[config.mk]
export PLATFORM = sky130hd
export DESIGN_NAME = pcs_rx_deskew_top
export DESIGN_NICKNAME = d
export VERILOG_FILES = /design/src/source/pcs_pkg.sv /design/src/source/lane_if.sv /design/src/source/am_detect.sv /design/src/source/deskew_lane.sv /design/src/source/deskew_ctrl.sv /design/src/source/deskew_csr.sv /design/src/source/pcs_rx_deskew_top.sv
export SDC_FILE = /design/constraint.sdc
export NUM_CORES = 2
export LEC_CHECK = 0
export BUFFER_PORTS_ARGS = -buffer_cell sky130_fd_sc_hd__clkbuf_2
export CORE_ASPECT_RATIO = 1.75
export CORE_MARGIN = 5
export CORE_UTILIZATION = 65
export DETAILED_ROUTE_END_ITERATION = 12
export HOLD_SLACK_MARGIN = 0.12
export PLACE_DENSITY = 0.85
export SYNTH_ARGS = -nofsm -noshare
export SYNTH_HDL_FRONTEND = slang
export SYNTH_SLANG_ARGS = --single-unit
[constraint.sdc]
create_clock -name clk -period 16.3 [get_ports clk]
set_clock_uncertainty 0.2 [all_clocks]
set_input_delay 2.445 -clock clk [delete_from_list [all_inputs] [get_ports clk]]
set_output_delay 2.445 -clock clk [all_outputs]
set_load 0.01 [all_outputs]
[src/source/pcs_pkg.sv]
////////////////////
// shared types, marker codes and register map for the rx deskew
// modules take it in with a wildcard import in their header
////////////////////
`default_nettype none

package pcs_pkg;

	// one 64b/66b block
	localparam int BLOCK_W = 66;

	// wishbone data and address widths
	localparam int WB_DW = 32;
	localparam int WB_AW = 2;

	// skew byte per lane, saturating overflow counter
	localparam int SKEW_W = 8;
	localparam int OVF_W = 16;

	// markers travel as control blocks
	localparam logic [1:0] AM_SYNC = 2'b10;

	// same 64 bits, seen as data or as marker bytes
	typedef union packed {
		logic [63:0] raw;
		struct packed {
			logic [7:0] m0;
			logic [7:0] m1;
			logic [7:0] m2;
			logic [7:0] bip3;
			logic [7:0] m4;
			logic [7:0] m5;
			logic [7:0] m6;
			logic [7:0] bip7;
		} am;
	} pcs_payload_u;

	typedef struct packed {
		logic [1:0] sh;
		pcs_payload_u pl;
	} pcs_block_t;

	// m0 m1 m2 per lane, 40G lane marker values
	localparam logic [23:0] am_code_table [4] = '{
		24'h907647, 24'hF0C4E6, 24'hC5659B, 24'hA2793D
	};

	// word addresses of the status and control registers
	typedef enum logic [WB_AW-1:0] {
		REG_STATUS = 2'd0,
		REG_SKEW = 2'd1,
		REG_OVF = 2'd2,
		REG_CTRL = 2'd3
	} csr_addr_e;

endpackage

`default_nettype wire

[src/source/lane_if.sv]
////////////////////
// lane_if carries decoded blocks from a marker detector to its lane buffer
// buf_if links one lane buffer to the common deskew control
////////////////////
`timescale 1ns/1ps
`default_nettype none

interface lane_if import pcs_pkg::*; ();
	// block qualifier
	logic valid;
	// this block is the lane marker
	logic am;
	// lite lock held
	logic am_lock;
	pcs_block_t data;

	modport det (output valid, am, am_lock, data);
	modport lane (input valid, am, am_lock, data);
endinterface

interface buf_if import pcs_pkg::*; #(
	parameter int FILL_W = 4
) ();
	logic [FILL_W-1:0] fill;
	// oldest stored block, read out when rd_en pops it
	pcs_block_t head;
	logic head_am;
	logic ovf;
	// drop input until the marker is stored
	logic arm;
	// pop on every lane together
	logic rd_en;
	// empty the buffer
	logic flush;

	modport lane (output fill, head, head_am, ovf, input arm, rd_en, flush);
	modport ctrl (input fill, head_am, ovf, output arm, rd_en, flush);
endinterface

`default_nettype wire

[src/source/am_detect.sv]
////////////////////
// per-lane alignment marker match and lite lock
// outputs are registered, one cycle after the input block
////////////////////
`timescale 1ns/1ps
`default_nettype none

module am_detect import pcs_pkg::*; #(
	parameter int LANE_ID = 0,
	parameter int AM_PERIOD = 32
)(
	input wire logic clk,
	input wire logic reset_i,
	input wire logic lock_i,
	input wire logic valid_i,
	input wire pcs_block_t data_i,
	lane_if.det det
);
	localparam int CNT_W = (AM_PERIOD > 2) ? $clog2(AM_PERIOD) : 1;

	logic [23:0] code;
	logic match;
	logic at_period;
	// blocks seen since the last marker
	logic [CNT_W-1:0] cnt_q;
	// a first marker has been found
	logic seen_q;
	logic lock_q;
	logic valid_q;
	logic am_q;
	pcs_block_t data_q;

	assign code = am_code_table[LANE_ID];

	// control header, lane code, then the inverted copy
	assign match = (data_i.sh == AM_SYNC)
		&& ({data_i.pl.am.m0, data_i.pl.am.m1, data_i.pl.am.m2} == code)
		&& ({data_i.pl.am.m4, data_i.pl.am.m5, data_i.pl.am.m6} == ~code);

	// next block lands exactly one period after the last marker
	assign at_period = (cnt_q == CNT_W'(AM_PERIOD - 1));

	// spacing tracker, block lock loss restarts it
	always_ff @(posedge clk) begin
		if (reset_i || !lock_i) begin
			cnt_q <= '0;
			seen_q <= 1'b0;
			lock_q <= 1'b0;
		end else if (valid_i) begin
			if (match) begin
				// right spacing locks, wrong spacing restarts here
				lock_q <= seen_q && at_period;
				seen_q <= 1'b1;
				cnt_q <= '0;
			end else if (seen_q && at_period) begin
				// marker missing where expected
				lock_q <= 1'b0;
				seen_q <= 1'b0;
				cnt_q <= '0;
			end else if (seen_q) begin
				cnt_q <= cnt_q + 1'b1;
			end
		end
	end

	always_ff @(posedge clk) begin
		if (reset_i) begin
			valid_q <= 1'b0;
			am_q <= 1'b0;
		end else begin
			valid_q <= valid_i && lock_i;
			am_q <= valid_i && lock_i && match;
		end
	end

	// block payload
	always_ff @(posedge clk) begin
		if (valid_i) begin
			data_q <= data_i;
		end
	end

	assign det.valid = valid_q;
	assign det.am = am_q;
	assign det.am_lock = lock_q;
	assign det.data = data_q;

endmodule

`default_nettype wire

[src/source/deskew_lane.sv]
////////////////////
// per-lane skew buffer, a circular FIFO with fill count
// while armed, blocks ahead of the marker are dropped so the marker becomes the head
////////////////////
`timescale 1ns/1ps
`default_nettype none

module deskew_lane import pcs_pkg::*; #(
	parameter int MAX_SKEW_BLOCK_N = 8
)(
	input wire logic clk,
	input wire logic reset_i,
	lane_if.lane ln,
	buf_if.lane bf
);
	localparam int DEPTH = MAX_SKEW_BLOCK_N;
	localparam int PTR_W = (DEPTH > 1) ? $clog2(DEPTH) : 1;
	localparam int FILL_W = $clog2(DEPTH + 1);

	pcs_block_t mem [DEPTH];
	// marker flag stored next to each block
	logic am_mem [DEPTH];

	logic [PTR_W-1:0] wr_ptr_q;
	logic [PTR_W-1:0] rd_ptr_q;
	logic [FILL_W-1:0] fill_q;
	// marker already stored in this arm phase
	logic synced_q;
	logic ovf_q;

	logic is_mark;
	logic keep;
	logic full;
	logic empty;
	logic wr;
	logic rd;

	// wrap at DEPTH, which need not be a power of two
	function automatic logic [PTR_W-1:0] ptr_inc(input logic [PTR_W-1:0] p);
		return (p == PTR_W'(DEPTH - 1)) ? '0 : p + 1'b1;
	endfunction

	// only a locked marker counts as the sync point
	assign is_mark = ln.am && ln.am_lock;

	// block passes the arm gate
	assign keep = ln.valid && !bf.flush && (synced_q || !bf.arm || is_mark);

	assign full = (fill_q == FILL_W'(DEPTH));
	assign empty = (fill_q == '0);
	assign rd = bf.rd_en && !empty;

	// a pop on the same cycle makes room
	assign wr = keep && (!full || rd);

	always_ff @(posedge clk) begin
		if (wr) begin
			mem[wr_ptr_q] <= ln.data;
			am_mem[wr_ptr_q] <= is_mark;
		end
	end

	always_ff @(posedge clk) begin
		if (reset_i || bf.flush) begin
			wr_ptr_q <= '0;
			rd_ptr_q <= '0;
			fill_q <= '0;
			synced_q <= 1'b0;
			ovf_q <= 1'b0;
		end else begin
			if (wr) begin
				wr_ptr_q <= ptr_inc(wr_ptr_q);
			end
			if (rd) begin
				rd_ptr_q <= ptr_inc(rd_ptr_q);
			end
			fill_q <= fill_q + FILL_W'(wr) - FILL_W'(rd);
			if (bf.arm && wr && is_mark) begin
				synced_q <= 1'b1;
			end
			// write into a full buffer with no pop, block is lost
			ovf_q <= keep && full && !rd;
		end
	end

	assign bf.fill = fill_q;
	assign bf.head = mem[rd_ptr_q];
	assign bf.head_am = !empty && am_mem[rd_ptr_q];
	assign bf.ovf = ovf_q;

endmodule

`default_nettype wire

[src/source/deskew_ctrl.sv]
////////////////////
// deskew control, waits for all locks, arms the lanes, then pops them together
// skew and overflow count are reported to the register slave
////////////////////
`timescale 1ns/1ps
`default_nettype none

module deskew_ctrl import pcs_pkg::*; #(
	parameter int LANE_N = 4,
	parameter int MAX_SKEW_BLOCK_N = 8
)(
	input wire logic clk,
	input wire logic reset_i,
	buf_if.ctrl bf [LANE_N],
	input wire logic [LANE_N-1:0] lock_i,
	input wire logic [LANE_N-1:0] am_lock_i,
	input wire logic realign_i,
	output logic aligned_o,
	output logic data_v_o,
	output logic am_v_o,
	output logic [LANE_N*SKEW_W-1:0] skew_o,
	output logic [OVF_W-1:0] ovf_cnt_o
);
	localparam int FILL_W = $clog2(MAX_SKEW_BLOCK_N + 1);

	localparam logic [1:0] ST_IDLE = 2'd0;
	localparam logic [1:0] ST_ARM = 2'd1;
	localparam logic [1:0] ST_RUN = 2'd2;

	logic [1:0] state_q;
	logic [1:0] state_d;
	logic [LANE_N-1:0][SKEW_W-1:0] skew_q;
	logic [OVF_W-1:0] ovf_cnt_q;

	wire [LANE_N-1:0][FILL_W-1:0] fill;
	wire [LANE_N-1:0] head_am;
	wire [LANE_N-1:0] ovf;
	wire [LANE_N-1:0] non_empty;
	// lane that holds no extra blocks
	wire [LANE_N-1:0] slow_lane;

	logic all_lock;
	logic fault;
	logic rd_en;
	logic go_run;

	for (genvar l = 0; l < LANE_N; l++) begin : g_lane
		assign fill[l] = bf[l].fill;
		assign head_am[l] = bf[l].head_am;
		assign ovf[l] = bf[l].ovf;
		assign non_empty[l] = (bf[l].fill != '0);
		assign slow_lane[l] = (skew_q[l] == '0);
		assign bf[l].arm = (state_q == ST_ARM);
		assign bf[l].rd_en = rd_en;
		assign bf[l].flush = (state_q == ST_IDLE);
	end

	assign all_lock = &lock_i && &am_lock_i;
	assign fault = !all_lock || |ovf || realign_i;
	// every head is a marker, the last lane just stored its own
	assign go_run = (state_q == ST_ARM) && !fault && &head_am;

	always_comb begin
		state_d = state_q;
		case (state_q)
			ST_IDLE: if (all_lock && !realign_i) state_d = ST_ARM;
			ST_ARM: begin
				if (fault) state_d = ST_IDLE;
				else if (&head_am) state_d = ST_RUN;
			end
			ST_RUN: if (fault) state_d = ST_IDLE;
			default: state_d = ST_IDLE;
		endcase
	end

	always_ff @(posedge clk) begin
		if (reset_i) begin
			state_q <= ST_IDLE;
			skew_q <= '0;
			ovf_cnt_q <= '0;
		end else begin
			state_q <= state_d;
			// slowest lane holds one block here, its skew is zero
			if (go_run) begin
				for (int l = 0; l < LANE_N; l++) begin
					skew_q[l] <= SKEW_W'(fill[l] - 1'b1);
				end
			end
			if (|ovf && ovf_cnt_q != '1) begin
				ovf_cnt_q <= ovf_cnt_q + 1'b1;
			end
		end
	end

	// joint pop once every lane has a block
	assign rd_en = (state_q == ST_RUN) && &non_empty;

	assign aligned_o = (state_q == ST_RUN);
	assign data_v_o = rd_en;
	assign am_v_o = rd_en && |(head_am & slow_lane);
	assign skew_o = skew_q;
	assign ovf_cnt_o = ovf_cnt_q;

endmodule

`default_nettype wire

[src/source/deskew_csr.sv]
////////////////////
// wishbone classic slave with status, skew, overflow and realign registers
// ack lasts one cycle, read data comes with it
////////////////////
`timescale 1ns/1ps
`default_nettype none

module deskew_csr import pcs_pkg::*; #(
	parameter int LANE_N = 4
)(
	input wire logic clk,
	input wire logic reset_i,
	input wire logic wb_cyc_i,
	input wire logic wb_stb_i,
	input wire logic wb_we_i,
	input wire logic [WB_AW-1:0] wb_adr_i,
	input wire logic [WB_DW-1:0] wb_dat_i,
	output logic [WB_DW-1:0] wb_dat_o,
	output logic wb_ack_o,
	input wire logic [LANE_N-1:0] lock_i,
	input wire logic aligned_i,
	input wire logic [LANE_N*SKEW_W-1:0] skew_i,
	input wire logic [OVF_W-1:0] ovf_cnt_i,
	output logic realign_o
);
	// access pending, not yet acked
	logic req;
	csr_addr_e addr;
	logic [WB_DW-1:0] rd_data;

	assign req = wb_cyc_i && wb_stb_i && !wb_ack_o;
	assign addr = csr_addr_e'(wb_adr_i);

	// read mux
	always_comb begin
		rd_data = '0;
		case (addr)
			// lock mask in the low bits, aligned at bit 8
			REG_STATUS: begin
				rd_data[LANE_N-1:0] = lock_i;
				rd_data[8] = aligned_i;
			end
			// byte l is lane l
			REG_SKEW: rd_data[LANE_N*SKEW_W-1:0] = skew_i;
			REG_OVF: rd_data[OVF_W-1:0] = ovf_cnt_i;
			default: rd_data = '0;
		endcase
	end

	always_ff @(posedge clk) begin
		if (reset_i) begin
			wb_ack_o <= 1'b0;
			realign_o <= 1'b0;
		end else begin
			wb_ack_o <= req;
			// ctrl bit 0 is self clearing
			realign_o <= req && wb_we_i && (addr == REG_CTRL) && wb_dat_i[0];
		end
	end

	always_ff @(posedge clk) begin
		if (req) begin
			wb_dat_o <= rd_data;
		end
	end

endmodule

`default_nettype wire

[src/source/pcs_rx_deskew_top.sv]
////////////////////
// multi-lane 64b/66b rx deskew, marker lock per lane and joint readout
// set LANE_N, AM_PERIOD and MAX_SKEW_BLOCK_N here
////////////////////
`timescale 1ns/1ps
`default_nettype none

module pcs_rx_deskew_top import pcs_pkg::*; #(
	parameter int LANE_N = 4,
	parameter int AM_PERIOD = 32,
	parameter int MAX_SKEW_BLOCK_N = 8
)(
	input wire logic clk,
	input wire logic reset_i,
	input wire logic [LANE_N-1:0] lock_i,
	input wire logic [LANE_N-1:0] valid_i,
	input wire logic [LANE_N*BLOCK_W-1:0] data_i,
	output wire logic [LANE_N*BLOCK_W-1:0] data_o,
	output logic data_v_o,
	output logic am_v_o,
	output logic aligned_o,
	input wire logic wb_cyc_i,
	input wire logic wb_stb_i,
	input wire logic wb_we_i,
	input wire logic [WB_AW-1:0] wb_adr_i,
	input wire logic [WB_DW-1:0] wb_dat_i,
	output logic [WB_DW-1:0] wb_dat_o,
	output logic wb_ack_o
);
	localparam int FILL_W = $clog2(MAX_SKEW_BLOCK_N + 1);

	wire [LANE_N-1:0] am_lock;
	logic [LANE_N*SKEW_W-1:0] skew;
	logic [OVF_W-1:0] ovf_cnt;
	logic realign;

	lane_if ln [LANE_N] ();
	buf_if #(.FILL_W(FILL_W)) bf [LANE_N] ();

	for (genvar l = 0; l < LANE_N; l++) begin : g_lane
		am_detect #(
			.LANE_ID(l),
			.AM_PERIOD(AM_PERIOD)
		) u_am_detect (
			.clk(clk),
			.reset_i(reset_i),
			.lock_i(lock_i[l]),
			.valid_i(valid_i[l]),
			.data_i(data_i[l*BLOCK_W +: BLOCK_W]),
			.det(ln[l])
		);

		deskew_lane #(
			.MAX_SKEW_BLOCK_N(MAX_SKEW_BLOCK_N)
		) u_deskew_lane (
			.clk(clk),
			.reset_i(reset_i),
			.ln(ln[l]),
			.bf(bf[l])
		);

		assign am_lock[l] = ln[l].am_lock;
		// heads leave together, qualified by data_v_o
		assign data_o[l*BLOCK_W +: BLOCK_W] = bf[l].head;
	end

	deskew_ctrl #(
		.LANE_N(LANE_N),
		.MAX_SKEW_BLOCK_N(MAX_SKEW_BLOCK_N)
	) u_deskew_ctrl (
		.clk(clk),
		.reset_i(reset_i),
		.bf(bf),
		.lock_i(lock_i),
		.am_lock_i(am_lock),
		.realign_i(realign),
		.aligned_o(aligned_o),
		.data_v_o(data_v_o),
		.am_v_o(am_v_o),
		.skew_o(skew),
		.ovf_cnt_o(ovf_cnt)
	);

	deskew_csr #(
		.LANE_N(LANE_N)
	) u_deskew_csr (
		.clk(clk),
		.reset_i(reset_i),
		.wb_cyc_i(wb_cyc_i),
		.wb_stb_i(wb_stb_i),
		.wb_we_i(wb_we_i),
		.wb_adr_i(wb_adr_i),
		.wb_dat_i(wb_dat_i),
		.wb_dat_o(wb_dat_o),
		.wb_ack_o(wb_ack_o),
		.lock_i(lock_i),
		.aligned_i(aligned_o),
		.skew_i(skew),
		.ovf_cnt_i(ovf_cnt),
		.realign_o(realign)
	);

endmodule

`default_nettype wire

After elaboration in Yosys (flattened, before gate mapping)
Memory sizes are Yosys's and may differ from the RTL's. A register that Yosys moved wholly into a read port is not among the register bits.
Index checks and enable logic that the tools add are counted.
Widths: inputs -> output; s select.

storage, ports and cells
  input bits = 311
  bits in writable memories = 2,144
  memories = 8
  register bits after elaboration = 432
  output and inout port bits = 300
  word-level logic and storage cells = 344

cells by class
  reductions and logical operators = 150
  bitwise logic cells = 1
  equality and inequality tests = 37
  add/subtract/negate cells = 25
  muxes and demuxes = 65

memories
  memory                          depth  bits a word  read ports  clocked after memory_dff  wr ports  RTL line           text
  g_lane[0].u_deskew_lane.mem     8      66           1           1                         1         deskew_lane.sv:20  pcs_block_t mem [DEPTH];
  g_lane[1].u_deskew_lane.mem     8      66           1           1                         1         deskew_lane.sv:20
  g_lane[2].u_deskew_lane.mem     8      66           1           1                         1         deskew_lane.sv:20
  g_lane[3].u_deskew_lane.mem     8      66           1           1                         1         deskew_lane.sv:20
  g_lane[0].u_deskew_lane.am_mem  8      1            1           1                         1         deskew_lane.sv:22  logic am_mem [DEPTH];
  g_lane[1].u_deskew_lane.am_mem  8      1            1           1                         1         deskew_lane.sv:22
  2 more memories                 n/a    n/a          n/a         n/a                       n/a       n/a

operator list
  operator               count
  $eq 24x24->1 const B   4
  $logic_and 1x1->1      72
  $mux 3                 24
  $mux 5                 12
  $eq 24x23->1 const B   2
  $logic_not 8->1        4
  $add 3x1->3 const B    8
  $eq 24x20->1 const B   1
  $eq 24x22->1 const B   1
  $eq 3x3->1 const B     8
  $logic_not 1->1        22
  $add 5x1->5 const B    4
  $eq 5x5->1 const B     4
  $mux 1                 20
  $sub 4x1->5 const B    4
  $logic_or 1x1->1       19
  $add 16x1->16 const B  1
  $add 4x1->4            4
  $eq 4x4->1 const B     4
  $logic_not 4->1        4
  $ne 16x16->1 const B   1
  $reduce_and 2->1       8
  $reduce_and 4->1       4
  $reduce_bool 4->1      4
  18 further kinds       39

Depth between registers and ports, before layout
  word-level depth = 8
  gate-level depth with buffers = 14
  depth with buffers taken out = 13

Modules after synthesis
From an unflattened synthesis, not the netlist that was laid out.

unflattened totals
  cells, all modules = 4,359
  area total of the unflattened synthesis = 98,854.8 µm²

by module, submodules not included
  module                                     cells an instance  area an instance (µm²)  times used  seq. area each (µm²)
  deskew_lane (g_lane[0].u_deskew_lane ...)  861                21,199.1                3           16,395.7
  deskew_lane (g_lane[3].u_deskew_lane)      861                21,195.3                1           16,395.7
  am_detect (g_lane[3].u_am_detect)          136                2,607.5                 1           2,162.1
  am_detect (g_lane[2].u_am_detect)          136                2,603.7                 1           2,162.1
  am_detect (g_lane[0].u_am_detect)          136                2,600.0                 1           2,162.1
  am_detect (g_lane[1].u_am_detect)          137                2,590.0                 1           2,162.1
  deskew_ctrl                                271                2,213.4                 1           760.7
  deskew_csr                                 99                 1,447.6                 1           1,001.0

Worst setup path after synthesis
OpenSTA, ideal clock, no wires.

  kind = register -> register
  from = register g_lane[2].u_deskew_lane.fill_q[1]
  to = memory g_lane[1].u_deskew_lane.am_mem[2] (enable)
  arrival time = 8.393 ns
  period minus slack after synthesis = 9.274 ns
  slack = 7.026 ns
  path buffers = 0
  required time = 15.419 ns
  setup time = 0.681 ns
  cell stages (with the launch flop) = 8
  cell sequence = dfxtp_1 inv_1 ha_1 a22oi_1 nand3_1 clkinv_1 o221ai_1 nor4b_1

on the way
  word-level cells in the longest chain between the ends = 8

ends and longest elaborated chain
  what                          RTL line           text
  start, declared               deskew_lane.sv:26  logic [FILL_W-1:0] fill_q;
  start signal, assigned        deskew_lane.sv:77  fill_q <= fill_q + FILL_W'(wr) - FILL_W'(rd);
  $reduce_bool 4->1             deskew_ctrl.sv:51  assign non_empty[l] = (bf[l].fill != '0);
  $reduce_and 4->1              deskew_ctrl.sv:96  assign rd_en = (state_q == ST_RUN) && &non_empty;
  $logic_and 1x1->1             deskew_ctrl.sv:96
  $logic_and 1x1->1             deskew_lane.sv:51  assign rd = bf.rd_en && !empty;
  $logic_or 1x1->1              deskew_lane.sv:54  assign wr = keep && (!full || rd);
  $logic_and 1x1->1             deskew_lane.sv:54
  $mux 1                        deskew_lane.sv:57  if (wr) begin
  $mux 1 (implied by the code)  deskew_lane.sv:59  am_mem[wr_ptr_q] <= is_mark;
  end, declared                 deskew_lane.sv:22

No other way between the ends.

==> results.tsv <==
stage	metric	value	unit
logic_synthesis	synthArstFlopShare	0	%
cts	cts_buffers	203	
logic_synthesis	yosysTopAreaCell	edfxtp_1	
pwr	pwr_density_cell	115.9	nW/µm²
timing	tightest_slew	1208	ps
detailed_routing	drtIter0Drc	7296	
timing	hold_viol	0	
timing	maxSlewHeadroom	18.71	%
grt	grt.overflow.total	0	
cts	cts_sinks	2570	
logic_synthesis	synth_edf_count	2434	
logic_synthesis	synthMuxAreaShare	13.66	%
cts	cts_root_buf	clkbuf_16	
logic_synthesis	yosysMostFrequentCell	edfxtp_1	
detailed_routing	antenna_left	0	
logic_synthesis	ys_seq_area_share	78.09	%
detailed_routing	via_count	51700	
cts	cts_tree	done	
cts	clockBufferDepth	3	
logic_synthesis	synthTopCellsByArea	edfxtp_1 75%, mux4_2 12%, dfxtp_1 2.8%	
floorplan	die_w	302.1	µm
detailed_routing	wl_per_cell	33.60	µm
logic_synthesis	synth.distinct_cells	75	
cts	postCtsHoldBufs	0	
cells_and_area	final_cells	7563	
cells_and_area	num-nets-final	5790	
logic_synthesis	avgSynthCellArea	20.44	µm²
timing	fmax	136.2	MHz
critical_path	crit_fanout	49	
detailed_routing	wl	254100	µm
timing	setup_viol	0	
logic_synthesis	synth_ff_type	edfxtp_1	
logic_synthesis	synth-xor-area-share	0.2526	%
cells_and_area	final.fill_count	7318	
floorplan	rows	187	
cells_and_area	area_growth	12.49	%
critical_path	critPathArrivalTime	4700	ps
timing	fin_crit	7342	ps
critical_path	critPathKind	flip-flop to output port	
floorplan	ios	611	
logic_synthesis	netlist_area	97080	µm²
logic_synthesis	synth_top_area_share	75.29	%
logic_synthesis	syn_inst	4750	
logic_synthesis	synth_top_family_by_area	multiplexers	
grt	grt_pass1_wl	369800	µm
grt	grt.total_usage	32.33	%
worst_hold_path	hold_path_class	flip-flop to flip-flop	
critical_path	end_kind	output port	
logic_synthesis	ys_ff_latch	2570	
outcome	status	finished, final reports clean	
placement	placed_cell_area	102500	µm²
floorplan	dieHeight	521.2	µm
detailed_routing	firstDrtPassIters	10	
critical_path	required	13650	ps
placement	port_buffers	579	
logic_synthesis	synthSimpleGateAreaFrac	4.984	%
placement	place_congestion	0.8063	
cts	cts.htree.levels	4	
cells_and_area	final_layout_size_suffix_gt1_share	29.45	%
logic_synthesis	synth_common_cells	2434 x edfxtp_1, 678 x nand2_1, 531 x mux4_2	
timing	drv_slew	0	
placement	dp_cells	7186	
timing	fin_setup_tns	0	ps
cts	clock_latency	850	ps
critical_path	worst_setup_path_start_kind	flip-flop	
cts	clk_pin_slew	60	ps
grt	grt_max_degree	95	
logic_synthesis	yosysWarnings	0	
cells_and_area	finish.instance_area	109200	µm²
placement	hpwl	128800	µm
pwr	irDropWorstVdd	0.1735	mV
logic_synthesis	synthesis.nets	5133	
logic_synthesis	synth_fa_ha_area_share	0.9589	%
floorplan	core_area	148300	µm²
timing	finalCritPeriodShare	45.04	%
grt	antenna_found_initial	23	
cts	ctsResizeCount	0	
floorplan	die_area	157500	µm²
floorplan	initial_utilization	65.44	%
detailed_routing	viasPerCell	6.836	
flow_run	drv_cap	0	
pwr	p_leak	35.76	nW
grt	grt_pass1_vias	53260	
critical_path	rrSetupSlack	10900	ps
cts	cts_setup_buffers	0	
detailed_routing	drc	0	
timing	grt_setup_unrepaired	false	
logic_synthesis	synth_compound_area_share	0.9989	%
## worst max-delay path, cell delays in order, from the launching register on
cell	delay, ps
dfxtp_4	990
buf_4	770
buf_4	850
mux4_2	620
mux2_2	310
clkbuf_2	180
## per-stage QoR
stage          hold WS (ps)  utilization (%)  setup WS (ps)  power [W]
6_report              264.6            73.62           8958    0.01266
5_1_grt               297.5            73.61           8454    0.01300
4_1_cts               269.5            73.60           8775    0.01269
3_5_place_dp          257.6            69.07           9709   0.007671
3_3_place_gp          247.4            69.07           9736   0.007650
2_1_floorplan         237.5                -           7026   0.007545
## flip-flops by register name, indices dropped and copies added (netlist names), 16 cells and up, named ones only
signal	cells
g_lane.u_deskew_lane.mem	2112
u_deskew_ctrl.ovf_cnt_o	16
u_deskew_csr.wb_dat_o	26
g_lane.u_am_detect.cnt_q	20
g_lane.u_deskew_lane.bf.fill	16
g_lane.u_am_detect.det.data	264
u_deskew_ctrl.skew_o	20
g_lane.u_deskew_lane.am_mem	32
## placed cells by master (no fill, tap or decap), types with 8 or more instances in the layout
cell type	instances
nor4bb_1	23
xnor2_1	26
nand4_1	19
clkbuf_2	575
nor2b_1	39
nand2_1	678
inv_1	41
buf_4	84
and3_1	12
clkinvlp_4	8
diode_2	10
clkbuf_16	209
dfxtp_4	9
a22oi_1	8
mux4_2	531
nor3_1	19
clkbuf_1	46
dfxtp_1	124
bufinv_16	24
mux2i_1	21
nor4b_1	12
a21oi_1	36
mux2_4	20
a21boi_0	13
o21ai_0	20
nand3_1	19
ha_1	68
nor2_1	95
nor3b_2	11
clkinv_1	35
edfxtp_1	2434
clkinv_2	28
nor4_1	11
and2_1	26
mux2_2	70
## final timing paths
path	start	to	depth (start not counted)
max	flip-flop	data_o[80]	5
min	g_lane[3].u_am_detect.det.valid$_SDFF_PP0_	g_lane[3].u_deskew_lane.bf.ovf$_SDFF_PP0_	2
min reg2reg	g_lane[3].u_am_detect.det.valid$_SDFF_PP0_	g_lane[3].u_deskew_lane.bf.ovf$_SDFF_PP0_	2
max reg2reg	u_deskew_ctrl.state_q[1]$_SDFFE_PP0P_	g_lane[1].u_deskew_lane.mem[7][44]$_DFFE_PP_	9
## cell families (layout without fill, tap and decap cells)
family                   Yosys count  count (layout)
AND/OR/NAND/NOR                 1047            1047
other                              0              10
multiplexers                     642             642
buffers and inverters            253            1072
XOR/XNOR                          28              28
adder cells (fa/ha/maj)           72              72
AO/OA/AOI/OAI                    138             138
flip-flops                      2570            2570
## metal layers
layer  part of all wire [%]  GRT usage (%)
met5                  0.065         0.2165
met2                     50          53.32
met1                     32          41.39
met4                    4.8          13.31
met3                     13          8.792
## power breakdown
| part | total, W | internal [W] | switching [W] |
|---|---|---|---|
| Combinational | 0.000114 | 0.0000352 | 0.0000787 |
| Sequential | 0.00743 | 0.00732 | 0.000113 |
| Clock | 0.00511 | 0.00275 | 0.00236 |
| Total | 0.0127 | 0.0101 | 0.00255 |
## area by class of cell
type	instances	area, µm²	area share [%]
inverters	45	168.9	0.1547
diodes	10	25.02	0.02292
repair buffers	660	3528	3.231
flip-flops and latches	2570	75850	69.46
clock buffers	257	5430	4.973
clock inverters	110	1289	1.180
well taps	1984	2482	2.273
multi-input cells	1927	20430	18.71
(Power assumes the default switching activity.)
